==> config.mk <==
export PLATFORM = sky130hd
export DESIGN_NAME = storeAlign
export DESIGN_NICKNAME = d
export VERILOG_FILES = /design/src/rvMemPkg.sv /design/src/storeAlign.sv
export SDC_FILE = /design/constraint.sdc
export NUM_CORES = 1
export LEC_CHECK = 0
export BUFFER_PORTS_ARGS = -buffer_cell sky130_fd_sc_hd__buf_2
export CAP_MARGIN = 30
export CORE_MARGIN = 3
export CORE_UTILIZATION = 34
export DETAILED_ROUTE_END_ITERATION = 8
export PLACE_DENSITY = 0.84
export SETUP_SLACK_MARGIN = 0.5
export SLEW_MARGIN = 5
export SYNTH_ARGS = -nofsm -noshare
export SYNTH_HDL_FRONTEND = slang
export SYNTH_SLANG_ARGS = --single-unit
==> constraint.sdc <==
create_clock -name vclk -period 2.35
set_input_delay 0.47 -clock vclk [all_inputs]
set_output_delay 0.47 -clock vclk [all_outputs]
set_load 0.01 [all_outputs]
==> src/rvMemPkg.sv <==
package rvMemPkg;

	// widths of the memory stage datapath
	localparam int addrWidth = 32; // byte address, one full word
	localparam int dataWidth = 32; // load and store data word
	localparam int func3Width = 3; // func3 field of the load or store
	localparam int ramIndexWidth = 10; // word index, address bits 11 down to 2
	localparam int ramDepth = 1024; // words held in the data RAM
	localparam int laneCount = dataWidth / 8; // byte lanes per word

	// payload types
	typedef logic [dataWidth-1:0] memWord; // one data word
	typedef logic [addrWidth-1:0] addrWord; // one byte address
	typedef logic [func3Width-1:0] func3Code; // raw func3 field
	typedef logic [laneCount-1:0] byteMask; // bit 0 enables bits 7 to 0

	// RV32I func3 encodings, the same for loads and stores
	localparam func3Code lsByte = 3'd0; // lb and sb
	localparam func3Code lsHalf = 3'd1; // lh and sh
	localparam func3Code lsWord = 3'd2; // lw and sw
	localparam func3Code ldByteU = 3'd4; // lbu, load only
	localparam func3Code ldHalfU = 3'd5; // lhu, load only

endpackage

==> src/storeAlign.sv <==
`timescale 1ns/1ps

module storeAlign (
	input	rvMemPkg::addrWord	memAddr, // byte address of the store
	input	rvMemPkg::func3Code	func3, // sb, sh or sw
	input	rvMemPkg::memWord	memWriteData, // store data, low bits for sb and sh
	output	rvMemPkg::memWord	laneData, // data moved into its byte lanes
	output	rvMemPkg::byteMask	laneMask, // per-lane write enables
	output	logic	storeBad // misaligned or undefined store
);
	import rvMemPkg::*;

	logic [1:0] byteOffset; // byte position inside the word
	logic [4:0] laneShift; // offset in bits
	memWord bytePlaced; // low byte copied into all lanes
	memWord halfPlaced; // halfword shifted up to its lanes
	logic halfFits; // halfword stays inside one word

	assign byteOffset = memAddr[1:0];
	assign laneShift = {byteOffset, 3'b000}; // offset times eight
	assign bytePlaced = {laneCount{memWriteData[7:0]}}; // mask picks the live lane
	assign halfPlaced = {{(dataWidth-16){1'b0}}, memWriteData[15:0]} << laneShift;
	assign halfFits = (byteOffset != 2'd3); // offset 3 would cross into next word

	always_comb
	begin
		laneData = memWriteData; // don't care while mask is empty
		laneMask = '0; // nothing written by default
		storeBad = 1'b0;
		case (func3)
			lsByte:
			begin
				laneData = bytePlaced;
				laneMask = byteMask'(4'b0001 << byteOffset); // one lane at any offset
			end
			lsHalf:
			begin
				if (halfFits)
				begin
					laneData = halfPlaced;
					laneMask = byteMask'(4'b0011 << byteOffset); // lanes 0-1, 1-2 or 2-3
				end
				else
				begin
					storeBad = 1'b1; // sh at offset 3
				end
			end
			lsWord:
			begin
				if (byteOffset == 2'd0)
				begin
					laneData = memWriteData; // whole word as given
					laneMask = '1;
				end
				else
				begin
					storeBad = 1'b1; // sw must be word aligned
				end
			end
			default:
			begin
				storeBad = 1'b1; // lbu, lhu and undefined codes are no stores
			end
		endcase
	end

endmodule

Word level (Yosys, flattened, before mapping):

Index checks and enable logic that the tools add are counted.

* register bits after elaboration: 0
* word-level logic and storage cells: 16

* equality and inequality tests: 3
* shift operators: 3
* mux-type cells: 8
* reduce and logical (&&, ||, !) cells: 2

Operators with widths (number)
* $pmux 32 s2: 1
* $mux 32: 1
* $shl 16x5->32: 1
* $pmux 4 s3: 1
* $mux 4: 2
* $shl 1x2->4 const A: 1
* $shl 2x2->4 const A: 1
* $eq 3x1->1 const B: 1
* $eq 3x2->1 const B: 1
* $logic_not 3->1: 1
* $pmux 1 s3: 1
* $logic_not 2->1: 1
* $mux 1: 2
* $ne 2x2->1 const B: 1

Logic depth before layout (Yosys ltp):

Gate-level depths: netlist of the first run.

* depth after elaboration: 3
* mapped depth: 6
* gate-level depth less buffers: 5

Worst setup path after synthesis of the first run:

No wires, ideal clock.

* kind: input -> output
* start point: input port memAddr[0]
* end point: output port laneData[10]
* arrival: 1.748 ns
* required time: 1.880 ns
* slack: 0.132 ns
* stages: 4
* cell sequence: ha_1 or3b_2 a21oi_1 a22o_1

* word-level cells in the longest chain between the ends: 3

RTL lines
* from (decl): RTL line storeAlign.sv:4 `input rvMemPkg::addrWord memAddr,`
* $shl 16x5->32 or $ne 2x2->1 (tied branches): RTL line storeAlign.sv:22, storeAlign.sv:23
* $mux 32 (*): RTL line storeAlign.sv:38 `if (halfFits)`
* $pmux 32 s2 (*): RTL line storeAlign.sv:30 `case (func3)`
* to (decl): RTL line storeAlign.sv:7 `output rvMemPkg::memWord laneData,`

Every way passes the cells marked *; elsewhere a longest branch is shown, timed or not.

Worst setup path in the final report of the first run:

* start point: input port func3[1]
* end point: output port laneData[25]

* word-level cells in the longest chain between the ends: 2

RTL lines
* from (decl): RTL line storeAlign.sv:5 `input rvMemPkg::func3Code func3,`
* $eq 3x1->1 or $logic_not 3->1 (tied branches): RTL line storeAlign.sv:30
* $pmux 32 s2 (*): RTL line storeAlign.sv:30

Marked as above.

==> impl_metrics.env, run 1 <==
export IMPL_crit_required_ns=1.88
export IMPL_drc_errors=0
export IMPL_grt_overflow_total=0
export IMPL_place_gp_congestion=0.8750
export IMPL_grt_max_degree=17
export IMPL_antenna_found_initial=0
export IMPL_synthAdderAreaFrac_pct=5.970
export IMPL_rsz0062_at_grt="yes"
export IMPL_grt_pass1_wl_mm=6.292
export IMPL_fin_nets=271
export IMPL_netlist_area_um2=838.3
export IMPL_dieArea_mm2=0.003097
export IMPL_grt_total_usage_pct=24.09
export IMPL_hold_viol_final=0
export IMPL_vias=1414
export IMPL_min_path_cells=4
export IMPL_cp_max_fo=8
export IMPL_postRouteWirelength_mm=4.245
export IMPL_core_mm2=0.002276
export IMPL_dr_pass1_iters=4
export IMPL_synth_top_family_by_area="compound AO/OA/AOI/OAI gates"
export IMPL_fp_dieH_um=55.66
export IMPL_ys_types=28
export IMPL_path_delay_family="simple AND/OR/NAND/NOR gates"
export IMPL_grt_pass1_vias=1320
export IMPL_ir_worst_vdd_v=0.0001287
export IMPL_critPathKind="in -> out"
export IMPL_syn_nets=186
export IMPL_path_cells="buf_6 -> or2_4 -> or4_4 -> o21ai_4 -> buf_2"
export IMPL_synth_mux_area_share_pct=13.58
export IMPL_portBuffers=74
export IMPL_arrival_ns=1.79
export IMPL_status="finished, final reports clean"
export IMPL_ant_nets=0
export IMPL_regArea_um2=0
export IMPL_syn_instance_count=115
export IMPL_die_w_um=55.66
export IMPL_synthXorXnorAreaFrac_pct=0
export IMPL_area_delta_synth_final_pct=100.3
export IMPL_power_mw=0.3668
export IMPL_relSlewSlack_pct=74.94
export IMPL_critPathSlowestCell="or4_4"
export IMPL_seq_area_frac_synth_pct=0
export IMPL_path_buf_inv=2
export IMPL_fillerInstances=153
export IMPL_hold_class="in -> out"
export IMPL_n_clock_buffer=0
export IMPL_wl_per_cell_um=18.78
export IMPL_min_period_over_period_pct=96.06
export IMPL_drive_above_1_share_pct=70.71
export IMPL_slew_viol_final=0
export IMPL_postCtsHoldBufs=0
export IMPL_cap_violations=0
export IMPL_pin_count=104
export IMPL_yosysWarnings=0
export IMPL_synth_top_area_share_pct=17.01
export IMPL_p_per_area_mw_per_mm2=218.4
export IMPL_antenna_cells=0
export IMPL_worstSetupEndpointType="output port"
export IMPL_yosysTopAreaCell="a22oi_1"
export IMPL_slowest_delay_ns=0.63
export IMPL_seq_cell_count=0
export IMPL_hold_start="memWriteData[26]"
export IMPL_finalCriticalPeriod_ns=2.258
export IMPL_leakage_nw=0.7787
export IMPL_synth_compound_area_share_pct=52.24
export IMPL_final_setup_viol_count=0
export IMPL_multi_input_area_mm2=0.001040
export IMPL_synthSimpleGateAreaFrac_pct=18.81
export IMPL_ys_top_cells_by_area="a22oi_1 17%, mux2i_1 9.6%, a221oi_1 8.4%"
export IMPL_drt_iter0_drc=57
export IMPL_setup_tns_ns=0
export IMPL_vias_per_cell=6.257
export IMPL_tightestPinTransition_ns=0.3746
export IMPL_start_util_pct=36.83
export IMPL_min_to="laneData[26]"
export IMPL_fmax_mhz=443.0
export IMPL_cp_start_kind="primary input"
export IMPL_dp_hpwl_mm=2.874
export IMPL_postSynthAreaPerCell_um2=7.290
export IMPL_rows=17
[power by group]
part	total (mW)	internal (mW)	switching, mW
Sequential	0	0	0
Combinational	0.367	0.176	0.191
Clock	0	0	0
[repair_timing]
action | CTS | global route
buffers inserted | 4 | 2
hold endpoints to repair | 0 | 0
gates resized for setup | 35 | 14
pin swaps | 13 | 5
endpoints found under the setup margin | 37 | 37
cloned | 0 | 0
[how the worst max path moves through the flow]
| stage | cells past startpoint | slack, ns | to | startpoint |
|---|---|---|---|---|
| 6_report | 5 | 0.09 | laneData[25] | func3[1] |
| 5_1_grt | 5 | 0.06 | laneData[25] | func3[1] |
| 4_1_cts | 5 | 0.14 | laneData[26] | memAddr[0] |
| 3_5_place_dp | 7 | -0.13 | laneData[12] | memAddr[0] |
| 3_3_place_gp | 7 | -0.06 | laneData[12] | memAddr[0] |
| 2_1_floorplan | 6 | 0.21 | laneData[24] | func3[2] |
[tightest hold or removal path, stage by stage]
cell and delay [ns]:
buf_2 0.08, a22oi_2 0.06, o21ai_4 0.06, buf_6 0.09
[per-layer routing]
| layer | vias to the layer above | share of wire, % | track usage (%) |
|---|---|---|---|
| li1 | 628 | - | - |
| met3 | 18 | 7.5 | 2.320 |
| met5 | - | 0 | 0 |
| met4 | 0 | 3.3 | 7.986 |
| met1 | 686 | 37 | 27.46 |
| met2 | 82 | 52 | 45.95 |
[cells in the final DEF, fill, tap and decap left out, types with 2 or more instances in the layout]
cell type / Yosys / routed
buf_2: 3 / 68
buf_4: 0 / 13
a22oi_2: 0 / 10
a22oi_1: 19 / 9
o21ai_4: 0 / 9
buf_6: 3 / 9
a221oi_1: 8 / 8
nor2b_1: 8 / 8
a22o_1: 8 / 8
mux2i_1: 8 / 8
o31ai_2: 0 / 7
and2_1: 8 / 6
nor2_1: 5 / 5
buf_8: 0 / 3
inv_4: 0 / 2
or2_4: 0 / 2
and2_4: 0 / 2
mux2_4: 0 / 2
a21oi_1: 3 / 2
ha_4: 0 / 2
[logic make-up (layout without fill, tap and decap cells)]
family / Yosys count / after routing
adders and majority gates: 4 / 4
buffers and inverters: 14 / 97
and+or+nand+nor: 27 / 27
AOI/OAI and AO/OA: 59 / 59
muxes: 11 / 11
[stage by stage]
stage / worst slack [ns] / cells / cell area (um2) / hold slack (ns) / utilization [%]
3_5_place_dp: -0.1293 / 220 / 1418 / 1.257 / 62.29
4_1_cts: 0.1416 / 224 / 1599 / 1.243 / 70.26
3_3_place_gp: -0.06431 / 220 / 1418 / 1.256 / 62.29
2_1_floorplan: 0.2132 / 115 / 999.7 / 1.078 / -
6_report: 0.09248 / 226 / 1679 / 1.239 / 73.78
5_1_grt: 0.05886 / 226 / 1679 / 1.253 / 73.78
[cell type report]
class / count / share of cell area, %
inverters: 4 / 1.192
repair buffers: 93 / 34.80
well taps: 28 / 2.086
multi-input cells: 101 / 61.92
[cell usage after synthesis, drive strengths merged]
library cell  number
a211o              2
a211oi             1
a21oi              3
a221oi             8
a22o               8
a22oi             19
and2               8
buf                6
clkbuf             4
clkinv             1
ha                 4
inv                3
mux2               3
mux2i              8
nand3              1
nor2               5
nor2b              8
nor3               1
o21ai             10
o21ba              1
o31ai              7
or2                2
or3b               1
or4                1
Power figures use the tool's default switching activity.
==> inputs of run 2 (changes only) <==
PLACE_DENSITY = 0.89   (was 0.84)
==> impl_metrics.env, run 2 (synthesized netlist as in run 1, its figures left out) <==
export IMPL_status="finished, final reports clean"
export IMPL_vias=1379
export IMPL_ant_nets=0
export IMPL_ir_worst_vdd_v=0.0001312
export IMPL_min_period_over_period_pct=94.81
export IMPL_fin_util_pct=80.37
export IMPL_n_clock_buffer=0
export IMPL_p_per_area_mw_per_mm2=216.4
export IMPL_relSlewSlack_pct=73.28
export IMPL_drc_errors=0
export IMPL_cap_violations=0
export IMPL_drt_iter0_drc=71
export IMPL_antenna_cells=0
export IMPL_slew_viol_final=0
export IMPL_hold_class="in -> out"
export IMPL_grt_pass1_wl_mm=6.265
export IMPL_hold_viol_final=0
export IMPL_place_area_mm2=0.001418
export IMPL_cp_start_kind="primary input"
export IMPL_pin_count=104
export IMPL_crit_required_ns=1.88
export IMPL_rows=17
export IMPL_finalCriticalPeriod_ns=2.228
export IMPL_antenna_found_initial=0
export IMPL_portBuffers=74
export IMPL_critPathKind="in -> out"
export IMPL_drive_above_1_share_pct=75.25
export IMPL_dr_pass1_iters=5
export IMPL_holdWs_ns=1.237
export IMPL_grt_total_usage_pct=23.99
export IMPL_final_setup_viol_count=0
export IMPL_dp_hpwl_mm=2.593
export IMPL_core_mm2=0.002276
export IMPL_start_util_pct=36.83
export IMPL_tightestPinTransition_ns=0.4008
export IMPL_worstSetupEndpointType="output port"
export IMPL_postRouteWirelength_mm=4.303
export IMPL_critPathCapture="laneData[24]"
export IMPL_fin_nets=275
export IMPL_grt_overflow_total=0
export IMPL_grt_max_degree=17
export IMPL_cp_max_fo=8
export IMPL_layout_common_cells="65 x buf_2, 18 x buf_4, 11 x a22oi_2, 10 x buf_6"
export IMPL_final_common_cell="buf_2"
export IMPL_cp_startpoint="memAddr[0]"
export IMPL_grt_pass1_vias=1337
export IMPL_postCtsHoldBufs=0
export IMPL_fmax_mhz=448.8
export IMPL_regArea_um2=0
export IMPL_dieArea_mm2=0.003097
export IMPL_rsz0062_at_grt="yes"
export IMPL_seq_cell_count=0
export IMPL_area_delta_synth_final_pct=118.2
export IMPL_fp_dieH_um=55.66
export IMPL_arrival_ns=1.76
export IMPL_power_mw=0.3958
export IMPL_vias_per_cell=5.996
export IMPL_die_w_um=55.66
export IMPL_wl_per_cell_um=18.71
export IMPL_place_gp_congestion=0.7873
export IMPL_leakage_nw=0.8182
export IMPL_finalInstanceArea_mm2=0.001829
-- run 2: changes by cell type in the layout (fill, tap and decap cells not counted), sizes merged --
cell | previous run | this run
buf | 93 | 96
clkbuf | 0 | 1
inv | 4 | 3
clkinv | 0 | 1
-- run 2: worst min-delay path by stage --
stage | start | end | cells past startpoint
4_1_cts | memWriteData[26] | laneData[26] | 4
6_report | memWriteData[26] | laneData[26] | 4
5_1_grt | memWriteData[26] | laneData[26] | 4
3_5_place_dp | memWriteData[23] | laneData[23] | 4
2_1_floorplan | memWriteData[0] | laneData[16] | 2
3_3_place_gp | memWriteData[23] | laneData[23] | 4
-- run 2: stage by stage --
step	setup WS (ns)	instances	TNS (ns)
after floorplan	0.2132	115	0
after global placement	-0.08519	220	-0.8974
after detailed placement	-0.08343	220	-0.9567
after CTS	0.1366	229	0
after global routing	0.07446	230	0
final	0.1220	230	0
-- run 2: power breakdown --
| group | internal, mW | switching (mW) | leakage [nW] |
|---|---|---|---|
| registers | 0 | 0 | 0 |
| clock network | 0 | 0 | 0 |
| logic | 0.192 | 0.204 | 0.818 |
-- run 2: area by class of cell --
type	instances	area, um2
Timing Repair Buffer	97	630.6
Fill cell	155	446.7
Multi-Input combinational cell	101	1131
Inverter	4	32.53
Tap cell	28	35.03
-- run 2: critical path, stage by stage --
cell and delay [ns]:
buf_8 0.10, ha_4 0.17, or4_4 0.69, o21ai_4 0.20, buf_6 0.11
-- run 2: what timing repair did --
item / CTS / global route
resized for setup: 39 / 29
buffers inserted: 9 / 1
setup endpoints to repair: 37 / 37
pin swaps: 21 / 18
-- run 2: metal layers --
metal	share of wire, %	up-vias	global-route usage, %
li1	-	646	-
met1	37	656	27.32
met2	55	67	47.13
met3	6.1	10	2.320
met4	1.7	0	5.208
met5	0	-	0
