[config.mk]
export PLATFORM = sky130hd
export DESIGN_NAME = loadExtend
export DESIGN_NICKNAME = d
export VERILOG_FILES = /design/src/rvMemPkg.sv /design/src/loadExtend.sv
export SDC_FILE = /design/constraint.sdc
export NUM_CORES = 1
export LEC_CHECK = 0
export BUFFER_PORTS_ARGS = -buffer_cell sky130_fd_sc_hd__buf_2
export CAP_MARGIN = 20
export CORE_UTILIZATION = 35
export DETAILED_ROUTE_END_ITERATION = 8
export PLACE_DENSITY_LB_ADDON = 0.08
export SLEW_MARGIN = 20
export SYNTH_ARGS = -nofsm -noshare
export SYNTH_HDL_FRONTEND = slang
export SYNTH_SLANG_ARGS = --single-unit
[constraint.sdc]
create_clock -name vclk -period 2.35
set_input_delay 0.47 -clock vclk [all_inputs]
set_output_delay 0.47 -clock vclk [all_outputs]
set_load 0.1 [all_outputs]
[src/rvMemPkg.sv]
package rvMemPkg;

	// widths of the memory stage datapath
	localparam int addrWidth = 32; // byte address, one full word
	localparam int dataWidth = 32; // load and store data word
	localparam int func3Width = 3; // func3 field of the load or store
	localparam int ramIndexWidth = 10; // word index, address bits 11 down to 2
	localparam int ramDepth = 1024; // words held in the data RAM
	localparam int laneCount = dataWidth / 8; // byte lanes per word

	// payload types
	typedef logic [dataWidth-1:0] memWord; // one data word
	typedef logic [addrWidth-1:0] addrWord; // one byte address
	typedef logic [func3Width-1:0] func3Code; // raw func3 field
	typedef logic [laneCount-1:0] byteMask; // bit 0 enables bits 7 to 0

	// RV32I func3 encodings, the same for loads and stores
	localparam func3Code lsByte = 3'd0; // lb and sb
	localparam func3Code lsHalf = 3'd1; // lh and sh
	localparam func3Code lsWord = 3'd2; // lw and sw
	localparam func3Code ldByteU = 3'd4; // lbu, load only
	localparam func3Code ldHalfU = 3'd5; // lhu, load only

endpackage

[src/loadExtend.sv]
`timescale 1ns/1ps

module loadExtend (
	input	logic [1:0]	byteOffset, // byte position inside the word
	input	rvMemPkg::func3Code	func3, // lb, lh, lw, lbu or lhu
	input	rvMemPkg::memWord	ramWord, // word read from the RAM
	output	rvMemPkg::memWord	memReadData, // extended load result
	output	logic	loadBad // misaligned or undefined load
);
	import rvMemPkg::*;

	logic [4:0] laneShift; // offset in bits
	memWord shifted; // addressed byte moved down to bit 0
	logic [7:0] selByte; // byte at the offset
	logic [15:0] selHalf; // halfword starting at the offset
	logic halfFits; // halfword stays inside one word
	logic wordAligned; // offset zero

	assign laneShift = {byteOffset, 3'b000};
	assign shifted = ramWord >> laneShift; // upper bits zero-filled
	assign selByte = shifted[7:0];
	assign selHalf = shifted[15:0];
	assign halfFits = (byteOffset != 2'd3);
	assign wordAligned = (byteOffset == 2'd0);

	always_comb
	begin
		memReadData = '0; // flagged loads read zero
		loadBad = 1'b0;
		case (func3)
			lsByte:
			begin
				memReadData = {{(dataWidth-8){selByte[7]}}, selByte}; // lb sign-extends
			end
			ldByteU:
			begin
				memReadData = {{(dataWidth-8){1'b0}}, selByte}; // lbu zero-fills
			end
			lsHalf:
			begin
				if (halfFits)
				begin
					memReadData = {{(dataWidth-16){selHalf[15]}}, selHalf}; // lh
				end
				else
				begin
					loadBad = 1'b1; // lh at offset 3
				end
			end
			ldHalfU:
			begin
				if (halfFits)
				begin
					memReadData = {{(dataWidth-16){1'b0}}, selHalf}; // lhu
				end
				else
				begin
					loadBad = 1'b1; // lhu at offset 3
				end
			end
			lsWord:
			begin
				if (wordAligned)
				begin
					memReadData = ramWord; // lw passes the word as stored
				end
				else
				begin
					loadBad = 1'b1;
				end
			end
			default:
			begin
				loadBad = 1'b1; // codes 3, 6 and 7 are undefined
			end
		endcase
	end

endmodule

Yosys cells after proc, flatten, opt, wreduce, memory -nomap -nowiden
Cells that the tools add are included.

storage, ports and cells
  bits in registers = 0
  latch bits = 0
  memory bits (writable) = 0
  ROM bits = 0
  output and inout bits = 33
  word-level logic and storage cells = 17
  memories kept = 0

cells by class
  add/subtract/negate cells = 0
  multiply operators = 0
  div/mod/pow operators = 0
  magnitude comparators = 0
  equality and inequality tests = 5
  shift-type cells = 1
  multiplexer cells = 7
  bitwise gates (word level) = 0
  reductions and logical operators = 4

operators by type and width
  cell                                                  number
  case mux 32 bit (5 select lines)                      1
  two-way mux 32 bit                                    2
  >> shifter 32 x 5 -> 16 bit                           1
  two-way mux 16 bit                                    1
  equality test 3 bit (second input constant)           2
  OR reduction 2 bit                                    2
  equality test 3 x 1 -> 1 bit (second input constant)  1
  equality test 3 x 2 -> 1 bit (second input constant)  1
  zero test 3 bit                                       1
  case mux 1 bit (3 select lines)                       1
  zero test 2 bit                                       1
  two-way mux 1 bit                                     2
  inequality test 2 bit (second input constant)         1

Depth between registers and ports, before layout
Gate-level depths: netlist (run 1).

  depth in word-level cells = 3
  depth in mapped cells = 6
  depth with buffers taken out = 3

Worst setup path before layout (run 1)
OpenSTA, ideal clock, no wires.

  path type = in2out
  start = in byteOffset[0]
  end = out memReadData[16]
  arrival time = 3.404 ns
  required time = 1.880 ns
  setup slack = -1.524 ns
  cell stages on the path = 5
  path buffers = 2
  path through = buf_6 mux2_2 o22ai_2 buf_4 o31ai_1

between the ends
  word-level cells in the longest chain between the ends = 3
  elaborated cells between the ends (all ways) = 6

ends and longest elaborated chain
  item                                                 line                                RTL
  start, declared                                      loadExtend.sv:4                     input logic [1:0] byteOffset,
  >> shifter 32 x 5 -> 16 bit (tied with other cells)  loadExtend.sv:20                    assign shifted = ramWord >> laneShift;
  two-way mux 32 bit (on tied branches)                loadExtend.sv:41, loadExtend.sv:63
  case mux 32 bit (5 select lines) *                   loadExtend.sv:30                    case (func3)
  end, declared                                        loadExtend.sv:7                     output rvMemPkg::memWord memReadData,

Every way passes the cells marked *; elsewhere a longest branch is shown, timed or not.

Worst setup path after layout (run 1)
  start = in byteOffset[0]
  end = out memReadData[20]

The elaborated chain is that of the path after synthesis.

==> results of run 1 <==
## metrics by stage
| stage | setup slack (ps) | std cells | TNS [ps] |
|---|---|---|---|
| after detailed placement | -186 | 222 | -3000 |
| after CTS | -1.49 | 224 | -1.49 |
| after floorplan | -193 | 123 | -1700 |
| after global routing | -49.2 | 228 | -907 |
| after global placement | -127 | 222 | -1740 |
| final | -17.2 | 228 | -129 |
## critical path: stages
cell	delay, ps
buf_6	110
buf_8	110
and2b_1	200
a2111oi_4	450
clkbuf_16	280
o31ai_4	90
buf_12	170
## synth_stat cells
library cell,number,share of area (%)
nand3b_1,6,4.9
buf_2,9,4.9
o31ai_1,16,13
mux2_2,5,6.1
a2111oi_4,1,3.0
o21ai_0,1,0.54
or3_1,1,0.68
nor2_2,1,0.68
a22o_1,12,11
nor4b_4,1,2.6
buf_6,1,1.2
mux4_2,1,2.4
and2b_1,2,1.6
nand3_1,16,8.7
a311oi_1,4,3.8
nand4b_1,1,0.95
o21a_1,1,0.82
buf_4,1,0.82
nand2b_1,6,4.1
a21oi_1,6,3.3
a31oi_1,2,1.4
a221o_1,8,8.7
nor2_1,2,0.82
a21o_1,5,4.1
nor3b_2,1,1.4
nor2b_1,3,2.0
buf_1,2,0.82
nand2_1,1,0.41
and2_1,2,1.4
o22ai_2,1,1.4
clkbuf_1,3,1.2
o21ai_2,1,0.95
## worst paths after layout
check,slack (ps),startpoint,to
hold / removal,1320,ramWord[5],memReadData[5]
setup / recovery,-20,byteOffset[0],memReadData[20]
## power groups by stage
stage | Combinational, mW | Clock, mW | Sequential, mW
finish | 0.828 | 0 | 0
global route | 0.850 | 0 | 0
CTS | 0.790 | 0 | 0
detailed placement | 0.782 | 0 | 0
global placement | 0.771 | 0 | 0
floorplan | 0.512 | 0 | 0
## cells in the final DEF (no fill, tap or decap), types with 3 or more instances in the layout
| master | netlist | routed |
|---|---|---|
| a21o_2 | 0 | 4 |
| a21oi_1 | 6 | 6 |
| a221o_2 | 0 | 8 |
| a22o_1 | 12 | 9 |
| a22o_2 | 0 | 3 |
| a311oi_1 | 4 | 4 |
| buf_12 | 0 | 36 |
| buf_2 | 9 | 36 |
| buf_4 | 1 | 13 |
| buf_6 | 1 | 3 |
| mux2_2 | 5 | 3 |
| nand2b_1 | 6 | 6 |
| nand3_1 | 16 | 16 |
| nand3b_1 | 6 | 6 |
| nor2_2 | 1 | 3 |
| o31ai_4 | 0 | 16 |
## kinds of logic after synthesis
kind of cell,after synthesis,share of synthesized area [%]
simple gates,43,30.2
buf+inv,16,8.97
mux,6,8.56
compound gates,58,52.3
## area by class of cell
| cell class | count | share of cell area, % |
|---|---|---|
| multi-input cells | 107 | 49.5 |
| repair buffers | 91 | 48.8 |
| well taps | 30 | 1.67 |
## per-layer routing
layer / track usage, % / vias to the layer above
li1: - / 663
met1: 37.2 / 755
met2: 55.0 / 127
met3: 2.87 / 24
met4: 6.58 / 0
met5: 0 / -
## repair_timing
item | 4_1_cts | 5_1_grt
gates resized for setup | 1 | 9
setup endpoints to repair | 25 | 24
gates cloned | 0 | 2
buffers inserted | 2 | 5
pin swaps | 1 | 3
==> key figures, run 1 <==
Floorplanning
  – Starting Density: 37.2%
  – Core Region: 2480 sq um
  – Die width: 53.3 um
  – # rows: 18
  – Die ar.: 2840 sq um
  – DIE HEIGHT: 53.3 um
  – # IOs: 70

STA
  – Final min period: 2370 ps
  – Hold WS: 1320 ps
  – Final setup viols: 13
  – Worst Max-Slew Pin Slew: 497 ps
  – Final Hold Vio Count: 0
  – Slew headroom: 66.7%
  – Max-slew violations: 0
  – Final worst slack: -17.2 ps
  – Fmax: 422 MHz
  – Fin crit share: 101%

Critical path
  – Crit path kind: in2out
  – Worst Path Required: 1880 ps
  – Critical path endpoint category: primary output
  – WP data arrival: 1900 ps
  – CP max FO: 8
  – Critical path launch point type: primary input

Place
  – DP HPWL: 3.28 mm
  – Post-DP Area: 2120 sq um
  – Routability Congestion: 0.867
  – Port buffer count: 70

Layout
  – Layout cells sized above 1: 69.2%
  – Design area: 2250 sq um
  – Area delta synth->final: 144%
  – Register area: 0 sq um
  – CLK BUF: 0
  – Ant. Diodes: 0
  – FF+latch count: 0
  – Fill cells: 100
  – Area occupied by multi-input gates: 1110 sq um
  – Nets: 237
  – Final Util: 90.7%

Logic synthesis
  – Netlist Area Pre-Place: 921 sq um
  – Syn Area/Cell: 7.49 sq um
  – Syn. warnings: 0
  – Synth cell types: 32
  – Synthesized instance count: 123
  – Register area share after synthesis: 0%
  – Syn_nets: 160

Job
  – Max-Cap Viols: 0

GRT
  – Vias in the first global route: 1,293
  – GRT Overall Usage: 30.1%
  – Antenna violations before repair: 0
  – Final global-route overflow total: 0
  – First-pass GRT wire length: 6.42 mm
  – Pin count of the biggest net entering global routing: 18

Power
  – Clk pwr share: 0%
  – Internal power: 0.312 mW
  – NetSw: 0.516 mW
  – Switching Fraction: 62.3%
  – Comb pwr share: 100.0%
  – Power Total: 0.828 mW
  – Maximum VDD drop: 0.342 mV
  – Pwr dens: 368 nW/um^2
  – Leak: 0.913 nW
  – Reg power frac: 0%

Routing
  – Routed length on met3: 450 um
  – Total number of vias: 1,569
  – Met2 WL: 2.74 mm
  – WL per Instance: 23.3 um
  – Post-route DRC violation count: 0
  – TritonRoute pass-1 iters: 4
  – Routed Antenna Nets: 0
  – Length of routed wiring on met1: 1.94 mm
  – Initial DRC count: 92
  – Highest metal used: met4
  – Routed Wire Length: 5.31 mm
  – Vias/cell: 6.88

Hold path
  – Hold path cells: 3
  – Worst Hold Class: in2out

Status
  – Failing checks: setup timing
  – Outcome: finished with violations

Clock tree
  – Hold_buf cts: 0
Power figures use the tool's default switching activity.
==> inputs of run 2 (changes only) <==
--- a/config.mk
+++ b/config.mk
@@ -10,6 +10,7 @@
 export CORE_UTILIZATION = 35
 export DETAILED_ROUTE_END_ITERATION = 8
 export PLACE_DENSITY_LB_ADDON = 0.08
+export REMOVE_ABC_BUFFERS = 1
 export SLEW_MARGIN = 20
 export SYNTH_ARGS = -nofsm -noshare
 export SYNTH_HDL_FRONTEND = slang
==> constraint.sdc (replaced) <==
create_clock -name vclk -period 2.62
set_input_delay 0.524 -clock vclk [all_inputs]
set_output_delay 0.524 -clock vclk [all_outputs]
set_load 0.1 [all_outputs]
==> key figures, run 2 (synthesis gave the netlist of run 1 again) <==
Status
  – Outcome: finished clean

Critical path
  – Most frequent CP cell: buf_4
  – CP max FO: 16 (+8)
  – WP data arrival: 2060 ps (+160 ps)
  – Crit path kind: in2out
  – Max stage delay on crit path: 440 ps (about the same)
  – Worst path slowest cell: o31ai_1
  – Crit-path cells: clkbuf_4, buf_4, buf_4, a2111oi_4, buf_4, o31ai_1, buf_12
  – Worst Path Required: 2100 ps (+220 ps)
  – Bufs and invs on worst path: 5 (+1)
  – Critical path launch point type: primary input
  – Critical path endpoint category: primary output
  – Cell family with most CP delay: buffers and inverters

Layout
  – Most common cell after layout, fill and taps aside: buf_2
  – Register area: 0 sq um (unchanged)
  – Fill cells: 201 (+100%)
  – CLK BUF: 0 (unchanged)
  – Commonest non-fill, non-tap cells in the layout: buf_2 (37), buf_12 (32), nand3_1 (16)
  – Layout cells sized above 1: 51.9% (-17 points)
  – Ant. Diodes: 0 (unchanged)
  – FF+latch count: 0 (unchanged)
  – Nets: 228 (-3.8%)
  – Area delta synth->final: 99.2%

STA
  – Final worst slack: 31.4 ps (+48.5 ps)
  – Final Hold Vio Count: 0 (unchanged)
  – Fin crit share: 98.8%
  – Worst Max-Slew Pin Slew: 635 ps (+139 ps)
  – Setup TNS: 0 ps (+129 ps)
  – Final setup viols: 0 (-13)
  – RSZ-0062 raised after global routing: true
  – Max-slew violations: 0 (unchanged)
  – Slew headroom: 57.6% (-9.2 points)
  – Final min period: 2590 ps
  – Fmax: 386 MHz

Routing
  – Total number of vias: 1,364 (-13%)
  – Post-route DRC violation count: 0 (unchanged)
  – Vias/cell: 6.23 (-9.5%)
  – WL per Instance: 16.8 um (-28%)
  – TritonRoute pass-1 iters: 4 (unchanged)
  – Initial DRC count: 30 (-67%)
  – Routed Antenna Nets: 0 (unchanged)
  – Routed Wire Length: 3.67 mm (-31%)

GRT
  – Vias in the first global route: 1,242 (-3.9%)
  – GRT Overall Usage: 26.5% (-3.6 points)
  – Pin count of the biggest net entering global routing: 17 (-1)
  – Final global-route overflow total: 0 (unchanged)
  – First-pass GRT wire length: 5.70 mm (-11%)
  – Antenna violations before repair: 0 (unchanged)

Floorplanning
  – # rows: 18 (unchanged)
  – Core Region: 2480 sq um (unchanged)
  – DIE HEIGHT: 53.3 um (unchanged)
  – Starting Density: 37.2% (unchanged)
  – Die ar.: 2840 sq um (unchanged)
  – # IOs: 70 (unchanged)
  – Die width: 53.3 um (unchanged)

Power
  – Reg power frac: 0% (unchanged)
  – Clk pwr share: 0% (unchanged)
  – Leak: 0.775 nW (-15%)
  – NetSw: 0.416 mW (-19%)
  – Internal power: 0.225 mW (-28%)
  – Pwr dens: 349 nW/um^2 (-5.2%)
  – Power Total: 0.641 mW (-23%)
  – Comb pwr share: 100.0% (about the same)
  – Switching Fraction: 64.9% (+2.6 points)
  – Maximum VDD drop: 0.263 mV (-23%)

Job
  – Max-Cap Viols: 0 (unchanged)

Hold path
  – Worst Hold Class: in2out

Place
  – Routability Congestion: 0.845 (-2.5%)
  – Port buffer count: 70 (unchanged)
  – DP HPWL: 2.89 mm (-12%)
  – Post-place setup slack: -39.3 ps (+147 ps)
## run 2: cell types whose count changed in the layout (fill, tap and decap cells not counted), sizes merged
cell	delta
buf	-8
clkbuf	-1
## run 2: final cells by class
cell class | instances | area, sq um | share of cell area, %
repair buffers | 82 | 923 | 50.3
well taps | 30 | 37.5 | 2.05
multi-input cells | 107 | 873 | 47.6
## run 2: final timing paths
kind | slack [ps] | endpoint | startpoint | depth (start not counted)
worst max-delay path | 30 | memReadData[29] | byteOffset[0] | 7
worst min-delay path | 1440 | memReadData[4] | ramWord[4] | 3
## run 2: what timing repair did
item | in CTS | in global routing
gates resized for setup | 1 | 6
endpoints found under the setup margin | 16 | 22
hold buffers | 0 | 0
buffers inserted | 0 | 0
## run 2: metal layers
layer	wire (um)	global-route usage, %	vias up	part of all wire [%]
li1	-	-	642	-
met1	1460	32.1	641	40
met2	1910	50.2	75	52
met3	260	1.72	6	7.1
met4	42	4.82	0	1.1
met5	0	0	-	0
## run 2: power by group through the flow
stage	clock network, mW	logic, mW	registers [mW]
2_1_floorplan	0	0.376	0
3_3_place_gp	0	0.625	0
3_5_place_dp	0	0.631	0
4_1_cts	0	0.636	0
5_1_grt	0	0.662	0
6_report	0	0.641	0
## run 2: tightest hold or removal path, stage by stage
cell	delay, ps
buf_2	70
a21o_1	140
buf_12	180
## run 2: per-stage QoR
step | std cells | area (sq um) | utilization (%) | hold slack (ps)
floorplan | 107 | 838 | - | 1510
detailed placement | 219 | 1800 | 72.5 | 1440
global placement | 219 | 1800 | 72.5 | 1440
finish | 219 | 1830 | 74.0 | 1440
global route | 219 | 1830 | 74.0 | 1450
CTS | 219 | 1800 | 72.8 | 1440
==> inputs of run 3 (changes only) <==
==> constraint.sdc (replaced) <==
create_clock -name vclk -period 2.62
set_input_delay 0.131 -clock vclk [all_inputs]
set_output_delay 0.131 -clock vclk [all_outputs]
set_load 0.1 [all_outputs]
==> key figures, run 3 (synthesis gave the netlist of run 1 again) <==
Layout
  – Commonest non-fill, non-tap cells in the layout: buf_2 (70), nand3_1 (16), o31ai_1 (16)
  – Area occupied by multi-input gates: 838 sq um (-4.0%)
  – Layout cells sized above 1: 48.1% (-3.8 points)
  – Design area: 1270 sq um (-31%)
  – Nets: 222 (-2.6%)
  – Layout Cells excl Fill: 213 (-2.7%)
  – FF+latch count: 0 (unchanged)
  – CLK BUF: 0 (unchanged)
  – Area delta synth->final: 38.0%
  – Ant. Diodes: 0 (unchanged)
  – Most common cell after layout, fill and taps aside: buf_2
  – Register area: 0 sq um (unchanged)
  – Final Util: 51.3% (-23 points)
  – Fill cells: 266 (+32%)

Clock tree
  – Hold_buf cts: 0 (unchanged)
  – Post-CTS Repair Setup Buffers: 0 (unchanged)
  – # resized after CTS: 0 (-1)

STA
  – Fin crit share: 82.3% (-16 points)
  – Final Hold Vio Count: 0 (unchanged)
  – Final setup viols: 0 (unchanged)
  – Max-slew violations: 0 (unchanged)
  – Fmax: 464 MHz (+20%)
  – Setup TNS: 0 ps (unchanged)
  – RSZ-0062 raised after global routing: false
  – Worst Max-Slew Pin Slew: 655 ps (+19.2 ps)
  – Final min period: 2160 ps (-431 ps)
  – Slew headroom: 56.4% (-1.2 points)

GRT
  – GRT Overall Usage: 22.3% (-4.2 points)
  – First-pass GRT wire length: 4.85 mm (-15%)
  – Antenna violations before repair: 0 (unchanged)
  – Vias in the first global route: 1,089 (-12%)
  – Final global-route overflow total: 0 (unchanged)
  – Pin count of the biggest net entering global routing: 30 (+13)

Routing
  – TritonRoute pass-1 iters: 4 (unchanged)
  – Routed Wire Length: 3.25 mm (-12%)
  – Initial DRC count: 34 (+13%)
  – Routed Antenna Nets: 0 (unchanged)
  – Vias/cell: 6.02 (-3.4%)
  – Post-route DRC violation count: 0 (unchanged)
  – WL per Instance: 15.3 um (-9.1%)
  – Total number of vias: 1,282 (-6.0%)

Place
  – Dpl cells: 213 (-2.7%)
  – Port buffer count: 70 (unchanged)
  – DP HPWL: 2.43 mm (-16%)
  – Post-DP Area: 1270 sq um (-29%)
  – Routability Congestion: 0.836 (-1.0%)

Hold path
  – Worst Hold Class: in2out

Floorplanning
  – # rows: 18 (unchanged)
  – DIE HEIGHT: 53.3 um (unchanged)
  – # IOs: 70 (unchanged)
  – Die width: 53.3 um (unchanged)
  – Starting Density: 37.2% (unchanged)
  – Core Region: 2480 sq um (unchanged)
  – Die ar.: 2840 sq um (unchanged)

Power
  – Leak: 0.620 nW (-20%)
  – Maximum VDD drop: 0.203 mV (-23%)
  – Pwr dens: 385 nW/um^2 (+10%)

Job
  – Max-Cap Viols: 0 (unchanged)

Critical path
  – Crit path kind: in2out
  – WP data arrival: 2030 ps (-30 ps)
  – Critical path launch point type: primary input
  – Worst Path Required: 2490 ps (+390 ps)
  – Critical path endpoint category: primary output
  – CP max FO: 29 (+13)

Status
  – Outcome: finished clean
run 3: changes by cell type in the layout (fill, tap and decap cells not counted), sizes merged:
cell,delta
buf,-5
clkbuf,-1
run 3: power breakdown:
group	total (mW)	leakage (nW)	internal, mW	switching (mW)
combinational	0.489	0.620	0.105	0.384
sequential	0	0	0	0
clock	0	0	0	0
total	0.489	0.620	0.105	0.384
run 3: stage by stage:
| step | hold slack, ps | setup WS, ps | power, mW |
|---|---|---|---|
| after floorplan | 720 | -369 | 0.376 |
| after detailed placement | 774 | 473 | 0.488 |
| final | 776 | 463 | 0.489 |
| after global placement | 773 | 519 | 0.484 |
| after CTS | 777 | 461 | 0.489 |
| after global routing | 790 | 348 | 0.510 |
run 3: layout make-up:
cell class	count	area share, %
multi-input combinational	107	65.9
timing repair buffer	76	31.1
tap	30	2.95
run 3: path summary, 6_finish.rpt:
kind	start	to	slack, ps	cells past startpoint
setup / recovery	byteOffset[0]	memReadData[14]	460	5
hold / removal	ramWord[1]	memReadData[1]	780	3
run 3: per-layer routing:
metal  wire length (um)  global-route usage, %  share of wire (%)  vias up
met2               1610                   42.9                 49       41
met3                189                  0.862                5.8        2
met5                  0                      0                  0        -
met4                 14                   1.75               0.43        0
li1                   -                      -                  -      627
met1               1440                   27.6                 44      612
run 3: critical path: stages:
cell and delay [ps]:
buf_2 420, mux4_2 350, nor4b_4 490, a221o_1 200, buf_2 420
